$ cat config.mk
export PLATFORM = sky130hd
export DESIGN_NAME = cpuTop
export DESIGN_NICKNAME = d
export VERILOG_FILES = /design/src/cpuPkg.sv /design/src/cpuTop.sv /design/src/cpuControl.sv /design/src/ioBusMaster.sv /design/src/pcUnit.sv /design/src/aluFlags.sv /design/src/regFile.sv
export VERILOG_INCLUDE_DIRS = /design/src
export SDC_FILE = /design/constraint.sdc
export NUM_CORES = 1
export LEC_CHECK = 0
export BUFFER_PORTS_ARGS = -buffer_cell sky130_fd_sc_hd__buf_2
export CORE_ASPECT_RATIO = 0.7
export CORE_MARGIN = 3
export CORE_UTILIZATION = 50
export CTS_CLUSTER_SIZE = 20
export DETAILED_ROUTE_END_ITERATION = 8
export HOLD_SLACK_MARGIN = 0.02
export PLACE_DENSITY_LB_ADDON = 0.15
export SLEW_MARGIN = 20
export SYNTH_ARGS = -nofsm -noshare
export SYNTH_HDL_FRONTEND = slang
export SYNTH_SLANG_ARGS = --single-unit
$ cat constraint.sdc
create_clock -name clk -period 4.77 [get_ports clk]
set_input_delay 1.1925 -clock clk [delete_from_list [all_inputs] [get_ports clk]]
set_output_delay 1.1925 -clock clk [all_outputs]
set_load 0.005 [all_outputs]
$ cat src/cpuParams.svh
`ifndef CPU_PARAMS_SVH
`define CPU_PARAMS_SVH

// **************************************************
// core widths
`define DATA_W      8       // register, alu and bus data
`define INSTR_W     16      // one instruction word
`define PC_W        8       // instruction address
`define REG_ADDR_W  3       // register index
`define IO_ADDR_W   8       // port address

// **************************************************
// core sizing and timing
`define REG_COUNT   8       // general purpose registers
`define START_DELAY 40      // cycles in start before first fetch

// **************************************************
// instruction classes, low nibble
`define OP_IN       4'd8    // rd <- port
`define OP_OUT      4'd9    // port <- rd
`define OP_RR       4'd10   // register-register alu op
`define OP_BR       4'd14   // conditional branch, one word
`define INSTR_HLT   16'hFFFF // halt until reset

`endif
$ cat src/cpuPkg.sv
`include "cpuParams.svh"

package cpuPkg;

    // **************************************************
    // width types
    typedef logic [`DATA_W-1:0]     dataT;      // data path
    typedef logic [`INSTR_W-1:0]    instrT;     // fetched word
    typedef logic [`PC_W-1:0]       pcT;        // fetch address
    typedef logic [`REG_ADDR_W-1:0] regAddrT;   // register index
    typedef logic [`IO_ADDR_W-1:0]  ioAddrT;    // port number

    // alu functions, same code as the low nibble of an r-i op
    typedef enum logic [2:0] {
        aluPass = 3'd0,     // result = a
        aluLdi  = 3'd1,     // result = b
        aluOr   = 3'd2,
        aluAnd  = 3'd3,
        aluXor  = 3'd4,
        aluAdd  = 3'd5,
        aluSub  = 3'd6,
        aluCmp  = 3'd7      // sub without writeback
    } aluFuncT;

    // next fetch address select
    typedef enum logic [1:0] {
        pcKeep,             // current pc
        pcPlusOne,          // sequential
        pcTarget            // taken branch
    } pcSelT;

    // control fsm
    typedef enum logic [2:0] {
        stStart,            // counted wait after reset
        stExec,             // decode and run fetched word
        stIoWait,           // bus cycle in flight
        stHalt              // parked until reset
    } cpuStateT;

endpackage

$ cat src/cpuTop.sv
`timescale 1ns/1ps

module cpuTop (
    input  logic            clk,
    input  logic            arstN,
    output cpuPkg::pcT      iAddr,
    output logic            iRead,
    input  cpuPkg::instrT   iData,
    output logic            wbCyc,
    output logic            wbStb,
    output logic            wbWe,
    output cpuPkg::ioAddrT  wbAdr,
    output cpuPkg::dataT    wbDatO,
    input  cpuPkg::dataT    wbDatI,
    input  logic            wbAck,
    output logic            halted
);
    cpuPkg::pcSelT   pcSel;
    logic            pcWriteEn;
    cpuPkg::pcT      branchTarget;
    cpuPkg::regAddrT rdAddr;
    cpuPkg::regAddrT rsAddr;
    logic            regWrEn;
    logic            regSrcIo;
    cpuPkg::aluFuncT aluFunc;
    logic            aluUseImm;
    cpuPkg::dataT    imm;
    logic            flagEn;
    logic            ioStart;
    logic            ioWrite;
    cpuPkg::ioAddrT  ioAddr;
    logic            ioDone;
    cpuPkg::dataT    ioRdData;
    cpuPkg::dataT    rdData;
    cpuPkg::dataT    rsData;
    cpuPkg::dataT    aluB;
    cpuPkg::dataT    aluResult;
    cpuPkg::dataT    regWrData;
    logic            flagC;
    logic            flagZ;
    logic            flagN;

    assign aluB      = aluUseImm ? imm : rsData;        // imm8 or rs
    assign regWrData = regSrcIo ? ioRdData : aluResult; // IN data or alu

    cpuControl u_control (.clk, .arstN, .iData, .flagC, .flagZ, .flagN, .ioDone, .iRead,
                          .pcSel, .pcWriteEn, .branchTarget, .rdAddr, .rsAddr, .regWrEn,
                          .regSrcIo, .aluFunc, .aluUseImm, .imm, .flagEn, .ioStart,
                          .ioWrite, .ioAddr, .halted);

    regFile u_regFile (.clk, .arstN, .rdAddr, .rsAddr, .wrEn(regWrEn), .wrData(regWrData),
                       .rdData, .rsData);

    aluFlags u_alu (.clk, .arstN, .a(rdData), .b(aluB), .func(aluFunc), .flagEn,
                    .result(aluResult), .flagC, .flagZ, .flagN);

    pcUnit u_pc (.clk, .arstN, .pcSel, .pcWriteEn, .target(branchTarget), .iAddr);

    // OUT sends the rd read port
    ioBusMaster u_io (.clk, .arstN, .start(ioStart), .write(ioWrite), .addr(ioAddr),
                      .wrData(rdData), .done(ioDone), .rdData(ioRdData), .wbCyc, .wbStb,
                      .wbWe, .wbAdr, .wbDatO, .wbDatI, .wbAck);
endmodule

$ cat src/cpuControl.sv
`timescale 1ns/1ps
`include "cpuParams.svh"

module cpuControl (
    input  logic            clk,
    input  logic            arstN,
    input  cpuPkg::instrT   iData,
    input  logic            flagC,
    input  logic            flagZ,
    input  logic            flagN,
    input  logic            ioDone,
    output logic            iRead,
    output cpuPkg::pcSelT   pcSel,
    output logic            pcWriteEn,
    output cpuPkg::pcT      branchTarget,
    output cpuPkg::regAddrT rdAddr,
    output cpuPkg::regAddrT rsAddr,
    output logic            regWrEn,
    output logic            regSrcIo,
    output cpuPkg::aluFuncT aluFunc,
    output logic            aluUseImm,
    output cpuPkg::dataT    imm,
    output logic            flagEn,
    output logic            ioStart,
    output logic            ioWrite,
    output cpuPkg::ioAddrT  ioAddr,
    output logic            halted
);
    localparam int DelayW = $clog2(`START_DELAY + 1);

    cpuPkg::cpuStateT  state;
    cpuPkg::cpuStateT  nextState;
    logic [DelayW-1:0] delayCnt;
    logic              delayDone;
    logic [3:0]        opClass;
    logic              isRi;
    logic              isRr;
    logic              isIn;
    logic              isOut;
    logic              isBr;
    logic              isHlt;
    logic              aluSetsFlags;
    logic              condTrue;

    // **************************************************
    // state and start delay
    always_ff @(posedge clk or negedge arstN) begin
        if (!arstN) begin
            state <= cpuPkg::stStart;
        end else begin
            state <= nextState;
        end
    end

    assign delayDone = (delayCnt == DelayW'(`START_DELAY));   // wait over

    always_ff @(posedge clk or negedge arstN) begin
        if (!arstN) begin
            delayCnt <= '0;
        end else if (state == cpuPkg::stStart && !delayDone) begin
            delayCnt <= delayCnt + 1'b1;    // saturates at START_DELAY
        end
    end

    // **************************************************
    // decoder, the fetched word holds during ioWait
    assign opClass = iData[3:0];
    assign isRi    = (opClass >= 4'd1) && (opClass <= 4'd7);  // nibble is the alu func
    assign isRr    = (opClass == `OP_RR);
    assign isIn    = (opClass == `OP_IN);
    assign isOut   = (opClass == `OP_OUT);
    assign isBr    = (opClass == `OP_BR);
    assign isHlt   = (iData == `INSTR_HLT);

    assign rdAddr       = iData[6:4];
    assign rsAddr       = iData[10:8];  // rr only
    assign imm          = iData[15:8];
    assign ioAddr       = iData[15:8];  // port number
    assign ioWrite      = isOut;
    assign branchTarget = iData[11:4];
    assign aluUseImm    = isRi;
    assign halted       = (state == cpuPkg::stHalt);

    always_comb begin
        if (isRr) begin
            aluFunc = cpuPkg::aluFuncT'(iData[14:12]);
        end else if (isRi) begin
            aluFunc = cpuPkg::aluFuncT'(iData[2:0]);
        end else begin
            aluFunc = cpuPkg::aluPass;  // unused by non-alu ops
        end
    end

    // pass and LDI leave the flags alone
    assign aluSetsFlags = (aluFunc != cpuPkg::aluPass) && (aluFunc != cpuPkg::aluLdi);

    // condition table, codes 0 and 7 always
    always_comb begin
        case (iData[15:13])
            3'd1:    condTrue = flagC;
            3'd2:    condTrue = !flagC;
            3'd3:    condTrue = flagZ;
            3'd4:    condTrue = !flagZ;
            3'd5:    condTrue = flagN;
            3'd6:    condTrue = !flagN;
            default: condTrue = 1'b1;
        endcase
    end

    // **************************************************
    // control word per state
    always_comb begin
        iRead     = 1'b0;
        pcSel     = cpuPkg::pcKeep;
        pcWriteEn = 1'b0;
        regWrEn   = 1'b0;
        regSrcIo  = 1'b0;
        flagEn    = 1'b0;
        ioStart   = 1'b0;
        nextState = state;
        case (state)
            cpuPkg::stStart: begin
                if (delayDone) begin
                    iRead     = 1'b1;       // fetch address 0, pc already 0
                    nextState = cpuPkg::stExec;
                end
            end
            cpuPkg::stExec: begin
                if (isHlt) begin
                    nextState = cpuPkg::stHalt;
                end else if (isIn || isOut) begin
                    ioStart   = 1'b1;       // master latches port and data
                    nextState = cpuPkg::stIoWait;
                end else begin
                    iRead     = 1'b1;       // overlap next fetch
                    pcWriteEn = 1'b1;
                    pcSel     = (isBr && condTrue) ? cpuPkg::pcTarget : cpuPkg::pcPlusOne;
                    regWrEn   = (isRi || isRr) && (aluFunc != cpuPkg::aluCmp);
                    flagEn    = (isRi || isRr) && aluSetsFlags;
                end
            end
            cpuPkg::stIoWait: begin
                regSrcIo = 1'b1;
                if (ioDone) begin
                    regWrEn   = isIn;       // read data valid with ack
                    iRead     = 1'b1;
                    pcWriteEn = 1'b1;
                    pcSel     = cpuPkg::pcPlusOne;
                    nextState = cpuPkg::stExec;
                end
            end
            default: begin
                nextState = cpuPkg::stHalt; // only reset leaves
            end
        endcase
    end

    // pc only moves once the bus cycle has finished
    aPcHoldsInIoWait: assert property (@(posedge clk) disable iff (!arstN)
        (state == cpuPkg::stIoWait && !ioDone) |-> !pcWriteEn);

    // halt is sticky and fetches nothing
    aHaltSticky: assert property (@(posedge clk) disable iff (!arstN)
        halted |=> halted && !iRead);
endmodule

$ cat src/ioBusMaster.sv
`timescale 1ns/1ps

module ioBusMaster (
    input  logic           clk,
    input  logic           arstN,
    input  logic           start,
    input  logic           write,
    input  cpuPkg::ioAddrT addr,
    input  cpuPkg::dataT   wrData,
    output logic           done,
    output cpuPkg::dataT   rdData,
    output logic           wbCyc,
    output logic           wbStb,
    output logic           wbWe,
    output cpuPkg::ioAddrT wbAdr,
    output cpuPkg::dataT   wbDatO,
    input  cpuPkg::dataT   wbDatI,
    input  logic           wbAck
);
    logic launch;

    assign launch = start && !wbCyc;    // one cycle at a time
    assign done   = wbCyc && wbAck;     // stray acks ignored
    assign rdData = wbDatI;             // valid in the ack cycle only

    // **************************************************
    // classic cycle held until ack
    always_ff @(posedge clk or negedge arstN) begin
        if (!arstN) begin
            wbCyc <= 1'b0;
            wbStb <= 1'b0;
            wbWe  <= 1'b0;
        end else if (done) begin
            wbCyc <= 1'b0;  // drop the cycle after ack
            wbStb <= 1'b0;
        end else if (launch) begin
            wbCyc <= 1'b1;
            wbStb <= 1'b1;
            wbWe  <= write;
        end
    end

    always_ff @(posedge clk or negedge arstN) begin
        if (!arstN) begin
            wbAdr  <= '0;
            wbDatO <= '0;
        end else if (launch) begin
            wbAdr  <= addr;
            wbDatO <= wrData;   // rd value at exec
        end
    end

    aStbNeedsCyc: assert property (@(posedge clk) disable iff (!arstN)
        $rose(wbStb) |-> wbCyc);

    // request stays put until the slave answers
    aHoldUntilAck: assert property (@(posedge clk) disable iff (!arstN)
        (wbStb && !wbAck) |=> wbStb && $stable(wbAdr) && $stable(wbWe) && $stable(wbDatO));
endmodule

$ cat src/pcUnit.sv
`timescale 1ns/1ps

module pcUnit (
    input  logic          clk,
    input  logic          arstN,
    input  cpuPkg::pcSelT pcSel,
    input  logic          pcWriteEn,
    input  cpuPkg::pcT    target,
    output cpuPkg::pcT    iAddr
);
    cpuPkg::pcT pcQ;        // address of the word in exec
    cpuPkg::pcT nextPc;

    // **************************************************
    // next fetch address
    always_comb begin
        case (pcSel)
            cpuPkg::pcPlusOne: nextPc = pcQ + cpuPkg::pcT'(1);  // wraps at 255
            cpuPkg::pcTarget:  nextPc = target;                 // no delay slot
            default:           nextPc = pcQ;
        endcase
    end

    assign iAddr = nextPc;  // memory sees the address being loaded

    always_ff @(posedge clk or negedge arstN) begin
        if (!arstN) begin
            pcQ <= '0;
        end else if (pcWriteEn) begin
            pcQ <= nextPc;
        end
    end
endmodule

$ cat src/aluFlags.sv
`timescale 1ns/1ps
`include "cpuParams.svh"

module aluFlags (
    input  logic            clk,
    input  logic            arstN,
    input  cpuPkg::dataT    a,
    input  cpuPkg::dataT    b,
    input  cpuPkg::aluFuncT func,
    input  logic            flagEn,
    output cpuPkg::dataT    result,
    output logic            flagC,
    output logic            flagZ,
    output logic            flagN
);
    logic [`DATA_W:0] addExt;   // msb is carry out
    logic [`DATA_W:0] subExt;   // msb is borrow, a < b unsigned
    logic             carryNew;

    assign addExt = {1'b0, a} + {1'b0, b};
    assign subExt = {1'b0, a} - {1'b0, b};

    // **************************************************
    // function select
    always_comb begin
        carryNew = 1'b0;    // logic ops clear carry
        case (func)
            cpuPkg::aluPass: result = a;
            cpuPkg::aluLdi:  result = b;
            cpuPkg::aluOr:   result = a | b;
            cpuPkg::aluAnd:  result = a & b;
            cpuPkg::aluXor:  result = a ^ b;
            cpuPkg::aluAdd: begin
                result   = addExt[`DATA_W-1:0];
                carryNew = addExt[`DATA_W];
            end
            cpuPkg::aluSub, cpuPkg::aluCmp: begin
                result   = subExt[`DATA_W-1:0];
                carryNew = subExt[`DATA_W];
            end
            default: result = a;
        endcase
    end

    // flags only move on flag-setting ops
    always_ff @(posedge clk or negedge arstN) begin
        if (!arstN) begin
            flagC <= 1'b0;
            flagZ <= 1'b0;
            flagN <= 1'b0;
        end else if (flagEn) begin
            flagC <= carryNew;
            flagZ <= (result == '0);
            flagN <= result[`DATA_W-1];     // sign bit
        end
    end
endmodule

$ cat src/regFile.sv
`timescale 1ns/1ps
`include "cpuParams.svh"

module regFile (
    input  logic            clk,
    input  logic            arstN,
    input  cpuPkg::regAddrT rdAddr,
    input  cpuPkg::regAddrT rsAddr,
    input  logic            wrEn,
    input  cpuPkg::dataT    wrData,
    output cpuPkg::dataT    rdData,
    output cpuPkg::dataT    rsData
);
    cpuPkg::dataT regs [`REG_COUNT];

    // single write port, always to rd
    always_ff @(posedge clk or negedge arstN) begin
        if (!arstN) begin
            for (int i = 0; i < `REG_COUNT; i++) begin
                regs[i] <= '0;
            end
        end else if (wrEn) begin
            regs[rdAddr] <= wrData;
        end
    end

    // **************************************************
    // combinational reads
    assign rdData = regs[rdAddr];   // alu a, OUT data
    assign rsData = regs[rsAddr];   // alu b for rr

endmodule

==> results_dict.tcl, run 1 <==
set metrics [dict create \
    status "finished clean" \
    start_util 0.528 \
    synth_edf_count 0 \
    die_h_um 106 \
    clkSlewWorstSetupHoldPaths_ps 70 \
    nets 860 \
    hold_path_depth 1 \
    p_leak_nw 4.04 \
    drc_errors 0 \
    fin_crit_sh 0.960 \
    postCtsSetupBuffers 0 \
    critPathKind "primary input to primary output" \
    postLayoutCoreUtil 0.628 \
    fin_ws_ps 189 \
    drt_wl_total_um 21800 \
    synth_seq_cells 101 \
    r2r_end "u_regFile.regs[6]$_DFFE_PN0P_" \
    synth_most_common_cell "dfrtp_1" \
    place_congestion 0.945 \
    final_cells 988 \
    fmax_ghz 0.218 \
    regToRegSetupSlack_ps 920 \
    place_ws_ps -368 \
    worstHoldPathType "register to register" \
    grtUsageTotal 0.280 \
    min_to "u_control.delayCnt[5]$_DFFE_PN0P_" \
    core_area_sq_um 13600 \
    port_buffers 55 \
    die-width_um 149 \
    yosysSeqAreaShare 0.351 \
    yosysTopAreaCell "dfrtp_1" \
    antenna_found_initial 0 \
    finalClockSkew_ps 12.7 \
    finalPower_w 0.00406 \
    ios 56 \
    syn_to_final_growth_pct 18.9 \
    power_per_cell_area_nw_per_um2 476 \
    r2r_start "u_regFile.regs[0]$_DFFE_PN0P_" \
    clockBufferDepth 2 \
    grt_pass1_wl_um 34200 \
    dp.cells 972 \
    cts_buffers 9 \
    grt_max_degree 73 \
    synthesis.area_sq_um 7190 \
    syn_avg_cell_area_sq_um 10.5 \
    drtIter0Drc 561 \
    critPathArrivalTime_ps 3390 \
    ctsHoldBuffers 0 \
    rows 35 \
    cts-root-buf "clkbuf_16" \
    fillers 1154 \
    synthTopCellsByArea "dfrtp_1, mux2_2, ha_1" \
    synth_nets 749 \
    tritoncts "done" \
    clock_sinks 101 \
    yosys_most_used_dff "dfrtp_1" \
    tightest_slew_ps 905 \
    dp_hpwl_um 16700 \
    syn_inst 687 \
    drive_above_1_share 0.374 \
    grt.overflow.total 0 \
    ys.warnings.count 0 \
    n_antenna_cell 0 \
    fin_hold_ws_ps 476 \
    setup_viol 0 \
    vias 6178 \
    hold_viol_final 0 \
    first_pass_iters 6 \
    dieArea_sq_um 15900 \
    grt_pass1_vias 5982 \
    vias_per_cell 6.25 \
    netlist_top_cells_count "dfrtp_1, mux2_2, nand2_1, o21ai_0, nor2_1" \
    avgRoutedWirePerCell_um 22.1 \
    hold_path.startpoint "u_control.delayCnt[5]$_DFFE_PN0P_" \
    end_kind "primary output" \
    antenna_left 0 \
    slew_violations 0 \
    maxCapViolations 0 \
    r2r_cells 13 \
    async_reset_ff_frac 1.00 \
    cp.required_ps 3580 \
    crit_start "iData[8]" \
    synth_top_area_frac 0.351 \
    critical_path.startpoint_type "primary input" \
    clk_latency_ps 360 \
    yosysUniqueCellTypes 89 \
    critPathMaxFanout 16 \
    period_minus_slack_ps 4580 \
    maxSlewHeadroom 0.397 \
    max-vdd-ir-drop_mv 0.233 \
    ctsHtreeMaxLevel 3 \
]
-- cell families (layout without fill, tap and decap cells) --
family / Yosys count / count (layout) / synth area share
AND/OR/NAND/NOR: 174 / 174 / 0.130
flip-flops: 101 / 101 / 0.351
multiplexers: 127 / 127 / 0.238
XOR/XNOR: 9 / 9 / 0.0110
buffers and inverters: 76 / 192 / 0.0492
AO/OA/AOI/OAI: 165 / 165 / 0.157
adder cells (fa/ha/maj): 35 / 35 / 0.0630
-- area by class of cell --
| type | instances | area [sq um] | share of cell area |
|---|---|---|---|
| inverters | 35 | 131 | 0.0154 |
| multi-input cells | 510 | 4370 | 0.511 |
| well taps | 185 | 231 | 0.0271 |
| repair buffers | 141 | 971 | 0.114 |
| flip-flops and latches | 101 | 2530 | 0.296 |
| clock buffers | 9 | 225 | 0.0263 |
| clock inverters | 7 | 92.6 | 0.0108 |
-- report_power, final --
| group | internal [W] | total, W | switching [W] | leakage [nW] |
|---|---|---|---|---|
| combinational | 0.000930 | 0.00192 | 0.000994 | 2.55 |
| clock | 0.000421 | 0.000790 | 0.000368 | 0.155 |
| sequential | 0.00113 | 0.00135 | 0.000219 | 1.34 |
-- sequential cells by signal (all words and copies together), names as in the netlist --
register and cells:
u_regFile.regs 64, u_io.wbAdr 8, u_io.wbDatO 8, u_pc.pcQ 8, u_control.delayCnt 6, u_control.state 2
u_alu.flagC 1, u_alu.flagN 1, u_alu.flagZ 1, u_io.wbCyc 1, u_io.wbWe 1
-- critical path, cell delays in order --
cell and delay, ps:
clkbuf_4 190, buf_4 150, nand2_1 110, nor4b_4 270, a21oi_2 120, buf_4 160, nand3_1 160, inv_1 70
ha_2 510, o21ai_0 130, o21ai_0 130, buf_2 180
-- layer usage --
metal  global-route usage  vias up  wire length [um]
met4               0.0523        0               225
met3               0.0639       20              1730
li1                     -     2772                 -
met2                0.409      258              9540
met1                0.430     3128             10300
met5                    0        -                 0
-- placed cells by master (no fill, tap or decap), types with 8 or more instances in the layout --
cell type	n
buf_2	50
nor3_1	13
nand2_1	59
o21ai_1	8
a21oi_1	32
o21ai_0	37
dfrtp_1	101
ha_1	31
nor2_1	35
buf_4	84
mux2_2	76
clkbuf_16	9
a21o_1	11
nand3_1	14
xnor2_1	8
mux2i_1	16
mux4_2	18
inv_1	32
-- metrics by stage --
step | area (sq um) | setup TNS [ps]
2_1_floorplan | 7190 | 0
3_3_place_gp | 8160 | -3290
3_5_place_dp | 8160 | -5520
4_1_cts | 8490 | 0
5_1_grt | 8550 | -45.9
6_report | 8550 | 0
-- worst max path at each step --
stage	to	slack, ps	cells past startpoint
final	iAddr[2]	190	12
after global routing	iAddr[5]	-20	15
after CTS	iAddr[7]	10	14
after detailed placement	u_regFile.regs[6]$_DFFE_PN0P_	-370	17
after global placement	u_regFile.regs[46]$_DFFE_PN0P_	-290	17
after floorplan	iAddr[7]	210	15
-- repair_timing --
action / CTS / global route
pin swaps: 0 / 1
endpoints found under the setup margin: 7 / 17
gates resized for setup: 3 / 18
(Power assumes the default switching activity.)
==> run 2, diff against run 1 <==
--- a/config.mk
+++ b/config.mk
@@ -17,4 +17,5 @@
 export SLEW_MARGIN = 20
 export SYNTH_ARGS = -nofsm -noshare
 export SYNTH_HDL_FRONTEND = slang
+export SYNTH_HIERARCHICAL = 1
 export SYNTH_SLANG_ARGS = --single-unit
==> results_dict.tcl, run 2 <==
set metrics [dict create \
    async_reset_ff_frac 1.00 \
    largest_reg_flops 64 \
    clkSlewWorstSetupHoldPaths_ps 70 \
    synth_seq_cells 101 \
    final_cell_mix "dfrtp_1, mux2_2, buf_4" \
    maxSlewHeadroom 0.431 \
    grtUsageTotal 0.248 \
    dieArea_sq_um 17200 \
    min_to "u_io/wbAdr[2]$_DFFE_PN0P_" \
    grt_pass1_wl_um 33400 \
    first_pass_iters 5 \
    worstHoldPathType "register to register" \
    worstPathCellList "buf_2, buf_4, nand3_1, or3_1, o211a_1, and2_1, ha_1, buf_4, nor2b_1, a31oi_2, buf_2" \
    grt_pass1_vias 5953 \
    status "finished clean" \
    yosysTopAreaCell "dfrtp_1" \
    n_antenna_cell 0 \
    fin_crit_sh 0.988 \
    yosysUniqueCellTypes 87 \
    drtIter0Drc 500 \
    place_congestion 0.955 \
    critical-path-top-delay-family "simple AND/OR/NAND/NOR gates" \
    regToRegSetupSlack_ps 1000 \
    synthTopCellsByArea "dfrtp_1, mux2_2, ha_1" \
    post_dp_cell_area_sq_um 8390 \
    synth_xor_area_frac 0.00898 \
    die_h_um 111 \
    place_ws_ps -242 \
    synth_compound_area_frac 0.132 \
    critPathArrivalTime_ps 3520 \
    clk_latency_ps 360 \
    largest-register "u_regFile/regs" \
    hold_path.startpoint "u_io/wbAdr[2]$_DFFE_PN0P_" \
    die-width_um 155 \
    p_leak_nw 4.17 \
    syn_avg_cell_area_sq_um 11.0 \
    clock_sinks 101 \
    vias 5986 \
    start_util 0.520 \
    r2r_end "u_regFile/regs[21]$_DFFE_PN0P_" \
    cts_buffers 9 \
    fmax_ghz 0.212 \
    finalInstanceArea_sq_um 8690 \
    power_per_cell_area_nw_per_um2 366 \
    vias_per_cell 6.12 \
    rows 37 \
    netlist_top_cells_count "dfrtp_1, mux2_2, inv_1, buf_4, ha_1" \
    dp_hpwl_um 16100 \
    ctsHoldBuffers 0 \
    drt_wl_total_um 21400 \
    synth_top_family_by_area "multiplexers" \
    ctsHtreeMaxLevel 3 \
    final_common_cell "dfrtp_1" \
    avgRoutedWirePerCell_um 21.9 \
    critPathBufInv 4 \
    port_buffers 55 \
    postCtsSetupBuffers 0 \
    hold_viol_final 0 \
    synth_top_area_frac 0.324 \
    finalClockSkew_ps 10.5 \
    drive_above_1_share 0.379 \
    grt.overflow.total 0 \
    critical_path.startpoint_type "primary input" \
    yosysSeqAreaShare 0.324 \
    nets 840 \
    slew_violations 0 \
    synth.area.mux_share 0.280 \
    antenna_left 0 \
    maxCapViolations 0 \
    period_minus_slack_ps 4710 \
    fin_ws_ps 57.3 \
    yosys_most_used_dff "dfrtp_1" \
    max-vdd-ir-drop_mv 0.190 \
    grt_max_degree 47 \
    finalPower_w 0.00318 \
    synthesis.area_sq_um 7800 \
    setup_viol 0 \
    r2r_start "u_regFile/regs[49]$_DFFE_PN0P_" \
    ys.warnings.count 6 \
    crit_slowest_cell "or3_1" \
    r2r_cells 15 \
    drc_errors 0 \
    syn_inst 707 \
    cpPeakStageDelay_ps 420 \
    tightest_slew_ps 832 \
    cp.required_ps 3580 \
    synth_nets 769 \
    hold_path_depth 1 \
    critPathMaxFanout 11 \
    tritoncts "done" \
    clockBufferDepth 2 \
    end_kind "primary output" \
    cts-root-buf "clkbuf_16" \
    antenna_found_initial 0 \
    ios 56 \
    core_area_sq_um 15000 \
    synth_fa_ha_area_frac 0.0580 \
    yosys.area_share.simple 0.0989 \
    synth_most_common_cell "dfrtp_1" \
    syn_to_final_growth_pct 11.3 \
    synth_edf_count 0 \
    critPathKind "primary input to primary output" \
]
-- run 2: changes by cell type after synthesis, moves of 8 or more --
cell      previous run  this run
buf_4                7        47
a211oi_1             4        13
mux4_2              18         6
o21ai_0             41        18
buf_2               21         6
mux2i_1             16        31
a21o_1              11         2
mux2_2              76        84
inv_1               33        49
mux4_1               4        15
nand2_1             59        23
nor2_1              35        20
buf_6                2        12
mux2_4               5        26
-- run 2: worst reg2reg max path, delay by kind of cell (launching register included) --
family          cells  cell delay (ps)
compound gates      3              740
xor+xnor            1              150
fa+ha+maj           1              190
buf+inv             4              560
flops               1              410
mux                 5             1560
simple gates        1               90
-- run 2: cells by family (layout without fill, tap and decap cells) --
logic type / count (synthesis) / after routing
muxes: 163 / 163
AOI/OAI and AO/OA: 141 / 141
buffers and inverters: 125 / 201
xor gates and xnor gates: 8 / 8
and+or+nand+nor: 134 / 134
adders and majority gates: 35 / 35
DFF: 101 / 101
-- run 2: layout make-up --
class                           count  area [sq um]
Multi-Input combinational cell    481          4540
Clock buffer                       10           229
Fill cell                        1272          6310
Clock inverter                      6          52.6
Sequential cell                   101          2530
Timing Repair Buffer              135           908
Tap cell                          195           244
Inverter                           50           188
-- run 2: worst max path at each step --
stage / depth (start not counted) / startpoint / to / slack (ps)
2_1_floorplan: 15 / iData[8] / u_regFile/regs[30]$_DFFE_PN0P_ / 50
3_3_place_gp: 15 / iData[8] / u_regFile/regs[29]$_DFFE_PN0P_ / -210
3_5_place_dp: 14 / iData[8] / u_regFile/regs[7]$_DFFE_PN0P_ / -240
4_1_cts: 10 / iData[6] / iAddr[0] / 60
5_1_grt: 11 / iData[3] / iAddr[0] / -6
6_report: 11 / iData[3] / iAddr[0] / 60
-- run 2: stage by stage --
step | cells | setup TNS [ps] | util | hold WS [ps]
after floorplan | 707 | 0 | - | 463
final | 978 | 0 | 0.579 | 501
after global placement | 962 | -5170 | 0.559 | 484
after CTS | 978 | 0 | 0.578 | 503
after global routing | 978 | -6.37 | 0.579 | 524
after detailed placement | 962 | -6980 | 0.559 | 489
-- run 2: layer usage --
| layer | GRT usage | part of all wire | vias up | wire (um) |
|---|---|---|---|---|
| met1 | 0.371 | 0.47 | 2984 | 10100 |
| met3 | 0.0466 | 0.062 | 34 | 1330 |
| met5 | 0 | 0 | - | 0 |
| met2 | 0.371 | 0.45 | 232 | 9670 |
| li1 | - | - | 2736 | - |
| met4 | 0.0566 | 0.015 | 0 | 323 |
-- run 2: repair_timing --
| item | in CTS | in global routing |
|---|---|---|
| gates resized for setup | 0 | 6 |
| setup endpoints to repair | 0 | 19 |
| endpoints found under the hold margin | 0 | 0 |
-- run 2: power breakdown --
part / internal, W / leakage (nW) / switching [W]
sequential: 0.000981 / 1.36 / 0.000108
clock: 0.000365 / 0.137 / 0.000361
combinational: 0.000650 / 2.68 / 0.000719
